[src/rtl/cpu_params.svh]
`ifndef CPU_PARAMS_SVH
`define CPU_PARAMS_SVH

`define CPU_RESET_PC 32'h0000_0000
`define CPU_NUM_REGS 32

`define OP_SPECIAL 6'b000000
`define OP_J       6'b000010
`define OP_BEQ     6'b000100
`define OP_ORI     6'b001101
`define OP_LUI     6'b001111
`define OP_LW      6'b100011
`define OP_SW      6'b101011

`define FN_ADDU 6'b100001
`define FN_SUBU 6'b100011
`define FN_AND  6'b100100
`define FN_OR   6'b100101
`define FN_SLT  6'b101010

// Next-PC source chosen by the instruction in decode.
`define NPC_SEQ    2'd0
`define NPC_BRANCH 2'd1
`define NPC_JUMP   2'd2

`endif
[src/rtl/cpu_pkg.sv]
`default_nettype none

package cpu_pkg;

	typedef logic [31:0] word_t;
	typedef logic [4:0] reg_addr_t;

	typedef enum logic [2:0] {
		alu_add,
		alu_sub,
		alu_and,
		alu_or,
		alu_slt,
		alu_lui
	} alu_op_t;

	// Source of an operand: the value read in its own stage, or a younger result.
	typedef enum logic [1:0] {
		fwd_orig,
		fwd_mem,
		fwd_wb
	} fwd_sel_t;

	typedef enum logic {
		wb_alu,
		wb_mem
	} wb_sel_t;

	typedef struct packed {
		word_t pc;
		word_t instr;
	} if_id_t;

	typedef struct packed {
		word_t pc;
		word_t instr;
		word_t rs_val;
		word_t rt_val;
	} id_ex_t;

	typedef struct packed {
		word_t instr;
		word_t alu_result;
		word_t store_data;
	} ex_mem_t;

	typedef struct packed {
		word_t instr;
		word_t alu_result;
		word_t load_data;
	} mem_wb_t;

	typedef struct packed {
		alu_op_t alu_op;
		logic    use_imm;
		logic    zero_ext;
	} ex_ctrl_t;

	typedef struct packed {
		logic mem_read;
		logic mem_write;
	} mem_ctrl_t;

	typedef struct packed {
		logic      reg_write;
		reg_addr_t dest;
		wb_sel_t   wb_sel;
	} wb_ctrl_t;

	typedef struct packed {
		fwd_sel_t d1;
		fwd_sel_t d2;
		fwd_sel_t e1;
		fwd_sel_t e2;
		fwd_sel_t m;
	} fwd_ctrl_t;

	typedef struct packed {
		logic      valid;
		reg_addr_t dest;
		word_t     data;
	} wb_trace_t;

endpackage

`default_nettype wire

[src/rtl/cpu.sv]
`timescale 1ns/1ps
`default_nettype none

`include "cpu_params.svh"

module cpu import cpu_pkg::*; (
	input  logic      clk,
	input  logic      arst_n,
	output word_t     imem_addr,
	input  word_t     imem_data,
	output word_t     cpu_addr,
	output word_t     cpu_write_data,
	output logic      dev_write_enable,
	output logic      dev_read_enable,
	input  word_t     cpu_read_result,
	output wb_trace_t wb_trace
);

	if_id_t    if_id;
	id_ex_t    id_ex;
	ex_mem_t   ex_mem;
	mem_wb_t   mem_wb;

	logic      pc_enable;
	logic      if_id_enable;
	logic      id_ex_flush;
	logic [1:0] npc_mode;
	ex_ctrl_t  ex_ctrl;
	mem_ctrl_t mem_ctrl;
	wb_ctrl_t  wb_ctrl;
	fwd_ctrl_t fwd;

	word_t     d_rs_raw;
	word_t     d_rt_raw;
	word_t     d_rs_val;
	word_t     d_rt_val;
	logic      d_equal;
	word_t     e_rs_val;
	word_t     e_rt_val;
	word_t     e_alu_y;
	word_t     w_data;

	function automatic word_t fwd_mux(fwd_sel_t sel, word_t orig, word_t mem_val,
		word_t wb_val);
		case (sel)
			fwd_mem: return mem_val;
			fwd_wb:  return wb_val;
			default: return orig;
		endcase
	endfunction

	control u_control (
		.d_instr      (if_id.instr),
		.e_instr      (id_ex.instr),
		.m_instr      (ex_mem.instr),
		.w_instr      (mem_wb.instr),
		.pc_enable    (pc_enable),
		.if_id_enable (if_id_enable),
		.id_ex_flush  (id_ex_flush),
		.npc_mode     (npc_mode),
		.ex_ctrl      (ex_ctrl),
		.mem_ctrl     (mem_ctrl),
		.wb_ctrl      (wb_ctrl),
		.fwd          (fwd)
	);

	fetch u_fetch (
		.clk       (clk),
		.arst_n    (arst_n),
		.pc_enable (pc_enable),
		.npc_mode  (npc_mode),
		.d_pc      (if_id.pc),
		.d_instr   (if_id.instr),
		.d_equal   (d_equal),
		.pc        (imem_addr)
	);

	always_ff @(posedge clk or negedge arst_n) begin
		if (!arst_n) begin
			if_id <= '0;
		end else if (if_id_enable) begin
			if_id <= '{pc: imem_addr, instr: imem_data};
		end
	end

	regfile u_regfile (
		.clk    (clk),
		.arst_n (arst_n),
		.raddr1 (if_id.instr[25:21]),
		.raddr2 (if_id.instr[20:16]),
		.waddr  (wb_ctrl.dest),
		.wdata  (w_data),
		.we     (wb_ctrl.reg_write),
		.rdata1 (d_rs_raw),
		.rdata2 (d_rt_raw)
	);

	assign d_rs_val = fwd_mux(fwd.d1, d_rs_raw, ex_mem.alu_result, w_data);
	assign d_rt_val = fwd_mux(fwd.d2, d_rt_raw, ex_mem.alu_result, w_data);
	assign d_equal  = d_rs_val == d_rt_val;

	// A stall leaves decode in place and sends a zero instruction down as a bubble.
	always_ff @(posedge clk or negedge arst_n) begin
		if (!arst_n) begin
			id_ex <= '0;
		end else if (id_ex_flush) begin
			id_ex <= '0;
		end else begin
			id_ex <= '{pc: if_id.pc, instr: if_id.instr, rs_val: d_rs_val, rt_val: d_rt_val};
		end
	end

	assign e_rs_val = fwd_mux(fwd.e1, id_ex.rs_val, ex_mem.alu_result, w_data);
	assign e_rt_val = fwd_mux(fwd.e2, id_ex.rt_val, ex_mem.alu_result, w_data);

	alu u_alu (
		.ctrl (ex_ctrl),
		.a    (e_rs_val),
		.b    (e_rt_val),
		.imm  (id_ex.instr[15:0]),
		.y    (e_alu_y)
	);

	always_ff @(posedge clk or negedge arst_n) begin
		if (!arst_n) begin
			ex_mem <= '0;
		end else begin
			ex_mem <= '{instr: id_ex.instr, alu_result: e_alu_y, store_data: e_rt_val};
		end
	end

	assign cpu_addr         = ex_mem.alu_result;
	assign cpu_write_data   = fwd_mux(fwd.m, ex_mem.store_data, ex_mem.alu_result, w_data);
	assign dev_write_enable = mem_ctrl.mem_write;
	assign dev_read_enable  = mem_ctrl.mem_read;

	always_ff @(posedge clk or negedge arst_n) begin
		if (!arst_n) begin
			mem_wb <= '0;
		end else begin
			mem_wb <= '{instr: ex_mem.instr, alu_result: ex_mem.alu_result,
				load_data: cpu_read_result};
		end
	end

	assign w_data   = (wb_ctrl.wb_sel == wb_mem) ? mem_wb.load_data : mem_wb.alu_result;
	assign wb_trace = '{valid: wb_ctrl.reg_write, dest: wb_ctrl.dest, data: w_data};

	// The delay slot always follows a branch or jump directly, even across stalls.
	a_delay_slot: assert property (@(posedge clk) disable iff (!arst_n)
		(id_ex.instr[31:26] == `OP_BEQ || id_ex.instr[31:26] == `OP_J) |->
		if_id.pc == id_ex.pc + 32'd4)
		else $error("cpu: delay slot of %h is not in decode", id_ex.pc);

	// A jump reads no registers, so it never stalls and reaches execute one cycle later.
	a_jump_leaves_decode: assert property (@(posedge clk) disable iff (!arst_n)
		if_id.instr[31:26] == `OP_J |=> id_ex.instr == $past(if_id.instr))
		else $error("cpu: jump at %h stalled in decode", if_id.pc);

endmodule

`default_nettype wire

[src/rtl/alu.sv]
`timescale 1ns/1ps
`default_nettype none

module alu import cpu_pkg::*; (
	input  ex_ctrl_t    ctrl,
	input  word_t       a,
	input  word_t       b,
	input  logic [15:0] imm,
	output word_t       y
);

	word_t imm_ext;
	word_t op2;

	// ori zero-extends. Loads and stores sign-extend their offset.
	assign imm_ext = ctrl.zero_ext ? {16'h0000, imm} : {{16{imm[15]}}, imm};
	assign op2     = ctrl.use_imm ? imm_ext : b;

	always_comb begin
		case (ctrl.alu_op)
			alu_add: y = a + op2;
			alu_sub: y = a - op2;
			alu_and: y = a & op2;
			alu_or:  y = a | op2;
			alu_slt: y = {31'b0, $signed(a) < $signed(op2)};
			alu_lui: y = {imm, 16'h0000};
			default: y = a + op2;
		endcase
	end

endmodule

`default_nettype wire

[src/rtl/regfile.sv]
`timescale 1ns/1ps
`default_nettype none

`include "cpu_params.svh"

module regfile import cpu_pkg::*; (
	input  logic      clk,
	input  logic      arst_n,
	input  reg_addr_t raddr1,
	input  reg_addr_t raddr2,
	input  reg_addr_t waddr,
	input  word_t     wdata,
	input  logic      we,
	output word_t     rdata1,
	output word_t     rdata2
);

	word_t regs [`CPU_NUM_REGS];

	always_ff @(posedge clk or negedge arst_n) begin
		if (!arst_n) begin
			for (int i = 0; i < `CPU_NUM_REGS; i++) begin
				regs[i] <= '0;
			end
		end else if (we && waddr != '0) begin
			regs[waddr] <= wdata;
		end
	end

	// Register zero reads as zero. A write in progress is visible to decode in the same cycle.
	assign rdata1 = (raddr1 == '0) ? '0 :
		(we && raddr1 == waddr) ? wdata : regs[raddr1];
	assign rdata2 = (raddr2 == '0) ? '0 :
		(we && raddr2 == waddr) ? wdata : regs[raddr2];

	// Control suppresses every write to register zero before it reaches write-back.
	a_no_zero_write: assert property (@(posedge clk) disable iff (!arst_n)
		!(we && waddr == '0))
		else $error("regfile: write enable with register zero");

endmodule

`default_nettype wire

[src/rtl/fetch.sv]
`timescale 1ns/1ps
`default_nettype none

`include "cpu_params.svh"

module fetch import cpu_pkg::*; (
	input  logic       clk,
	input  logic       arst_n,
	input  logic       pc_enable,
	input  logic [1:0] npc_mode,
	input  word_t      d_pc,
	input  word_t      d_instr,
	input  logic       d_equal,
	output word_t      pc
);

	word_t seq_pc;
	word_t slot_pc;
	word_t branch_pc;
	word_t jump_pc;
	word_t next_pc;

	assign seq_pc = pc + 32'd4;

	// Targets are relative to the delay slot, which sits right behind the instruction in decode.
	assign slot_pc   = d_pc + 32'd4;
	assign branch_pc = slot_pc + {{14{d_instr[15]}}, d_instr[15:0], 2'b00};
	assign jump_pc   = {slot_pc[31:28], d_instr[25:0], 2'b00};

	always_comb begin
		case (npc_mode)
			`NPC_BRANCH: next_pc = d_equal ? branch_pc : seq_pc;
			`NPC_JUMP:   next_pc = jump_pc;
			default:     next_pc = seq_pc;
		endcase
	end

	always_ff @(posedge clk or negedge arst_n) begin
		if (!arst_n) begin
			pc <= `CPU_RESET_PC;
		end else if (pc_enable) begin
			pc <= next_pc;
		end
	end

	a_pc_aligned: assert property (@(posedge clk) disable iff (!arst_n) pc[1:0] == 2'b00)
		else $error("fetch: misaligned pc %h", pc);

endmodule

`default_nettype wire

[src/rtl/control.sv]
`timescale 1ns/1ps
`default_nettype none

`include "cpu_params.svh"

module control import cpu_pkg::*; (
	input  word_t      d_instr,
	input  word_t      e_instr,
	input  word_t      m_instr,
	input  word_t      w_instr,
	output logic       pc_enable,
	output logic       if_id_enable,
	output logic       id_ex_flush,
	output logic [1:0] npc_mode,
	output ex_ctrl_t   ex_ctrl,
	output mem_ctrl_t  mem_ctrl,
	output wb_ctrl_t   wb_ctrl,
	output fwd_ctrl_t  fwd
);

	function automatic logic is_rtype(word_t instr);
		logic [5:0] fn;
		fn = instr[5:0];
		return instr[31:26] == `OP_SPECIAL &&
			(fn == `FN_ADDU || fn == `FN_SUBU || fn == `FN_AND ||
			fn == `FN_OR || fn == `FN_SLT);
	endfunction

	// Zero when the instruction writes no register.
	function automatic reg_addr_t dest_of(word_t instr);
		if (is_rtype(instr))
			return instr[15:11];
		case (instr[31:26])
			`OP_ORI, `OP_LUI, `OP_LW: return instr[20:16];
			default: return '0;
		endcase
	endfunction

	function automatic logic reads_rs(word_t instr);
		case (instr[31:26])
			`OP_ORI, `OP_LW, `OP_SW, `OP_BEQ: return 1'b1;
			default: return is_rtype(instr);
		endcase
	endfunction

	function automatic logic reads_rt(word_t instr);
		case (instr[31:26])
			`OP_SW, `OP_BEQ: return 1'b1;
			default: return is_rtype(instr);
		endcase
	endfunction

	// The younger match wins, so memory is checked before write-back.
	function automatic fwd_sel_t pick(reg_addr_t src, reg_addr_t mem_dest, reg_addr_t wb_dest);
		if (src != '0 && src == mem_dest)
			return fwd_mem;
		if (src != '0 && src == wb_dest)
			return fwd_wb;
		return fwd_orig;
	endfunction

	reg_addr_t d_rs;
	reg_addr_t d_rt;
	reg_addr_t e_rs;
	reg_addr_t e_rt;
	reg_addr_t m_rt;
	reg_addr_t e_dest;
	reg_addr_t m_dest;
	reg_addr_t m_fwd_dest;
	reg_addr_t w_dest;
	logic      e_load;
	logic      m_load;
	logic      d_beq;
	logic      load_use;
	logic      branch_stall;
	logic      stall;

	assign d_rs = d_instr[25:21];
	assign d_rt = d_instr[20:16];
	assign e_rs = e_instr[25:21];
	assign e_rt = e_instr[20:16];
	assign m_rt = m_instr[20:16];

	assign e_dest = dest_of(e_instr);
	assign m_dest = dest_of(m_instr);
	assign w_dest = dest_of(w_instr);
	assign e_load = e_instr[31:26] == `OP_LW;
	assign m_load = m_instr[31:26] == `OP_LW;
	assign d_beq  = d_instr[31:26] == `OP_BEQ;

	// A load in memory has only its address in the ALU result, so it never forwards from there.
	assign m_fwd_dest = m_load ? '0 : m_dest;

	assign load_use = e_load && e_dest != '0 &&
		((reads_rs(d_instr) && d_rs == e_dest) || (reads_rt(d_instr) && d_rt == e_dest));

	// The branch compares in decode, so it waits for anything in execute and for a load in memory.
	assign branch_stall = d_beq && (
		(e_dest != '0 && (d_rs == e_dest || d_rt == e_dest)) ||
		(m_load && m_dest != '0 && (d_rs == m_dest || d_rt == m_dest)));

	assign stall        = load_use || branch_stall;
	assign pc_enable    = !stall;
	assign if_id_enable = !stall;
	assign id_ex_flush  = stall;

	always_comb begin
		case (d_instr[31:26])
			`OP_BEQ: npc_mode = `NPC_BRANCH;
			`OP_J:   npc_mode = `NPC_JUMP;
			default: npc_mode = `NPC_SEQ;
		endcase
	end

	// Decode gets write-back results from the register file bypass.
	always_comb begin
		fwd.d1 = pick(d_rs, m_fwd_dest, '0);
		fwd.d2 = pick(d_rt, m_fwd_dest, '0);
		fwd.e1 = pick(e_rs, m_fwd_dest, w_dest);
		fwd.e2 = pick(e_rt, m_fwd_dest, w_dest);
		fwd.m  = pick(m_rt, '0, w_dest);
	end

	always_comb begin
		ex_ctrl = '{alu_op: alu_add, use_imm: 1'b0, zero_ext: 1'b0};
		if (is_rtype(e_instr)) begin
			case (e_instr[5:0])
				`FN_SUBU: ex_ctrl.alu_op = alu_sub;
				`FN_AND:  ex_ctrl.alu_op = alu_and;
				`FN_OR:   ex_ctrl.alu_op = alu_or;
				`FN_SLT:  ex_ctrl.alu_op = alu_slt;
				default:  ex_ctrl.alu_op = alu_add;
			endcase
		end else begin
			case (e_instr[31:26])
				`OP_ORI:        ex_ctrl = '{alu_op: alu_or, use_imm: 1'b1, zero_ext: 1'b1};
				`OP_LUI:        ex_ctrl = '{alu_op: alu_lui, use_imm: 1'b1, zero_ext: 1'b0};
				`OP_LW, `OP_SW: ex_ctrl.use_imm = 1'b1;
				default:        ex_ctrl.use_imm = 1'b0;
			endcase
		end
	end

	always_comb begin
		mem_ctrl.mem_read  = m_load;
		mem_ctrl.mem_write = m_instr[31:26] == `OP_SW;
	end

	always_comb begin
		wb_ctrl.reg_write = w_dest != '0;
		wb_ctrl.dest      = w_dest;
		wb_ctrl.wb_sel    = (w_instr[31:26] == `OP_LW) ? wb_mem : wb_alu;
	end

endmodule

`default_nettype wire

[config.mk]
export PLATFORM = sky130hd
export DESIGN_NAME = cpu
export DESIGN_NICKNAME = d
export VERILOG_FILES = /design/src/rtl/cpu_pkg.sv /design/src/rtl/cpu.sv /design/src/rtl/alu.sv /design/src/rtl/regfile.sv /design/src/rtl/fetch.sv /design/src/rtl/control.sv
export VERILOG_INCLUDE_DIRS = /design/src /design/src/rtl
export SDC_FILE = /design/constraint.sdc
export NUM_CORES = 2
export LEC_CHECK = 0
export BUFFER_PORTS_ARGS = -buffer_cell sky130_fd_sc_hd__buf_2
export CORE_ASPECT_RATIO = 0.9
export CORE_MARGIN = 8
export CORE_UTILIZATION = 65
export DETAILED_ROUTE_END_ITERATION = 6
export MAX_ROUTING_LAYER = met4
export PLACE_DENSITY_LB_ADDON = 0.25
export SLEW_MARGIN = 10
export SYNTH_ARGS = -nofsm -noshare
export SYNTH_HDL_FRONTEND = slang
export SYNTH_HIERARCHICAL = 1
export SYNTH_SLANG_ARGS = --single-unit
[constraint.sdc]
create_clock -name clk -period 12 [get_ports clk]
set_input_delay 1.2 -clock clk [delete_from_list [all_inputs] [get_ports clk]]
set_output_delay 1.2 -clock clk [all_outputs]
set_load 0.05 [all_outputs]
==> out/metrics.cfg <==
[clocking]
postCtsHoldBufs = 0
clk_pin_slew_ps = 60
post_cts_resized = 0
clock_sinks = 1388
cts_root_buf = clkbuf_16
worstSkewPairLatency_ps = 820
cts_max_path_buffers = 3
cts-buffers-inserted = 146
post_cts.repair.setup_buffers = 0
ctsHtreeMaxLevel = 4
cts_tree = yes

[critical_path]
critPathArrivalTime_ps = 8900
crit_family = simple AND/OR/NAND/NOR gates
rr_worst_depth = 17
setup.worst_path.class = reg -> reg
path_max_fanout = 39
crit_slowest_cell = nor3_1
rr_endpoint = u_fetch/pc[26]
cp-end-kind = register
r2r_slack_ps = 3800
cp-start-kind = register
cp.required_ps = 12710
cp_cell_sequence = buf_4, nand2_1, o22ai_1, nor3_1, nor3_1, nor3_1, a221oi_1, xnor2_1, nor4_1, nand4_1, nor4_4, buf_4, nand2_1, nor2_1, nand2_1, o21a_1, o31ai_1
max_stage_delay_ps = 940
worst-path-stages = 17
critPathBufInv = 2
reg2reg_from = if_id[23]

[power]
p_sw_share_pct = 36.87
p_int_mw = 8.669
p_switching_mw = 5.062
p_clk_share_pct = 34.5
pwr-share-seq_pct = 39.2
irDropWorstVdd_v = 0.0002130
p_per_area_mw_per_mm2 = 156.6
combPwrFrac_pct = 26.3
power_mw = 13.73
p_leak_nw = 40.38

[hold_path]
min_path_type = reg -> reg
holdPathStages = 0
min_from = ex_mem[68]
min_to = mem_wb[68]

[grt]
antenna_found_initial = 10
grt_pass1_wl_um = 412800
overflow = 0
grt_pass1_vias = 62210
grt_use_total_pct = 41.47
grt_max_degree = 189

[logic_synthesis]
yosysWarnings = 6
netlist_area_mm2 = 0.08123
netlist_instances = 6846
syn_avg_cell_area_um2 = 11.87

[die]
io_pins = 202
die_area_mm2 = 0.1366
core_mm2 = 0.1245
start_util_pct = 65.24
die_w_um = 388.6
die_h_um = 351.4
placementRows = 123

[sta]
fin_skew_ps = 40.15
finalSetupTns_ps = 0
tightestPinTransition_ps = 2866
drv_slew = 99
timing.hold.ws_ps = 355.6
grt_setup_unrepaired = false
setup_viol = 0
timing.final.ws_setup_ps = 3804
period_share_pct = 68.30
relSlewSlack_pct = -91.46
post-route-min-period_ps = 8196
fmax_mhz = 122.0
hold_violations = 0

[job]
maxCapViolations = 0

[placement]
gp_congestion = 1.030
port_buffers = 201
placed_cell_area_mm2 = 0.08272
dp_slack_ps = 4291
dp_cells = 8161
dpl.hpwl_um = 173500

[cells_and_area]
nets = 6908
post-route-cell-area_mm2 = 0.08771
multi_input_area_mm2 = 0.04305
final_cells = 8431
post_route_cells_drive_above_1_share_pct = 31.68
area_growth_pct = 7.979
nFillCells = 8569
regArea_mm2 = 0.03477
fin_util_pct = 70.45

[route]
wl_per_cell_um = 33.20
drc = 2
viasPerCell = 7.450
ant_nets = 0
routed_wl_um = 279900
via_count = 62810
first_pass_iters = 7
drt-initial-drc-count = 9161

[run_status]
violations = design-rule violations, max-slew violations
run_status = complete, but fails checks

==> cell usage in the layout (no fill, tap or decap), drive strengths merged, types with 49 or more instances in the layout <==
| cell type | count |
|---|---|
| a211oi | 86 |
| a21oi | 234 |
| a221oi | 86 |
| a22oi | 129 |
| buf | 345 |
| clkbuf | 217 |
| dfrtp | 1388 |
| ha | 155 |
| inv | 166 |
| mux2 | 1118 |
| mux2i | 354 |
| mux4 | 362 |
| nand2 | 346 |
| nand3 | 74 |
| nor2 | 292 |
| nor2b | 93 |
| nor3 | 93 |
| o21ai | 279 |
| o22ai | 106 |
| xnor2 | 112 |
| xor2 | 49 |
==> sequential cells by signal (all words and copies together), names as in the netlist <==
signal          cells
if_id              64
mem_wb             86
cpu_addr           32
u_regfile/regs   1024
u_fetch/pc         32
id_ex              96
ex_mem             54
==> worst register-to-register path: cells and delay by family (launching register included) <==
family	cells	cell delay (ps)
and+or+nand+nor	10	4570
AOI/OAI and AO/OA	4	1600
buffers and inverters	2	1070
DFF	1	720
xor gates and xnor gates	1	140
==> area by class of cell <==
class                           count  area share, %
Antenna cell                        7        0.01997
Inverter                          161         0.6890
Clock inverter                     46         0.7874
Timing Repair Buffer              345          2.579
Clock buffer                      217          4.882
Multi-Input combinational cell   4642          49.08
Sequential cell                  1388          39.64
Tap cell                         1625          2.318
==> per-layer routing <==
metal	vias to the layer above	wire length, um	global-route usage (%)
li1	25330	-	-
met5	-	0	-
met2	4489	120600	58.78
met4	0	18480	22.04
met3	1160	37780	13.72
met1	31830	103000	53.17
==> how the worst max path moves through the flow <==
stage / endpoint / start / slack (ps)
floorplan: cpu_addr[25] / mem_wb[66] / 5660
CTS: u_fetch/pc[26] / if_id[22] / 4290
global route: u_fetch/pc[26] / if_id[23] / 3620
global placement: u_fetch/pc[26] / mem_wb[66] / 3450
detailed placement: u_fetch/pc[26] / if_id[22] / 4290
finish: u_fetch/pc[26] / if_id[23] / 3800
==> power by group through the flow <==
stage	sequential, mW	clock (mW)	combinational [mW]
floorplan	5.29	0	2.40
detailed placement	5.43	0	3.50
CTS	5.35	4.78	3.51
finish	5.38	4.74	3.61
global placement	5.43	0	3.47
global route	5.39	4.97	3.78
(Power assumes the default switching activity.)
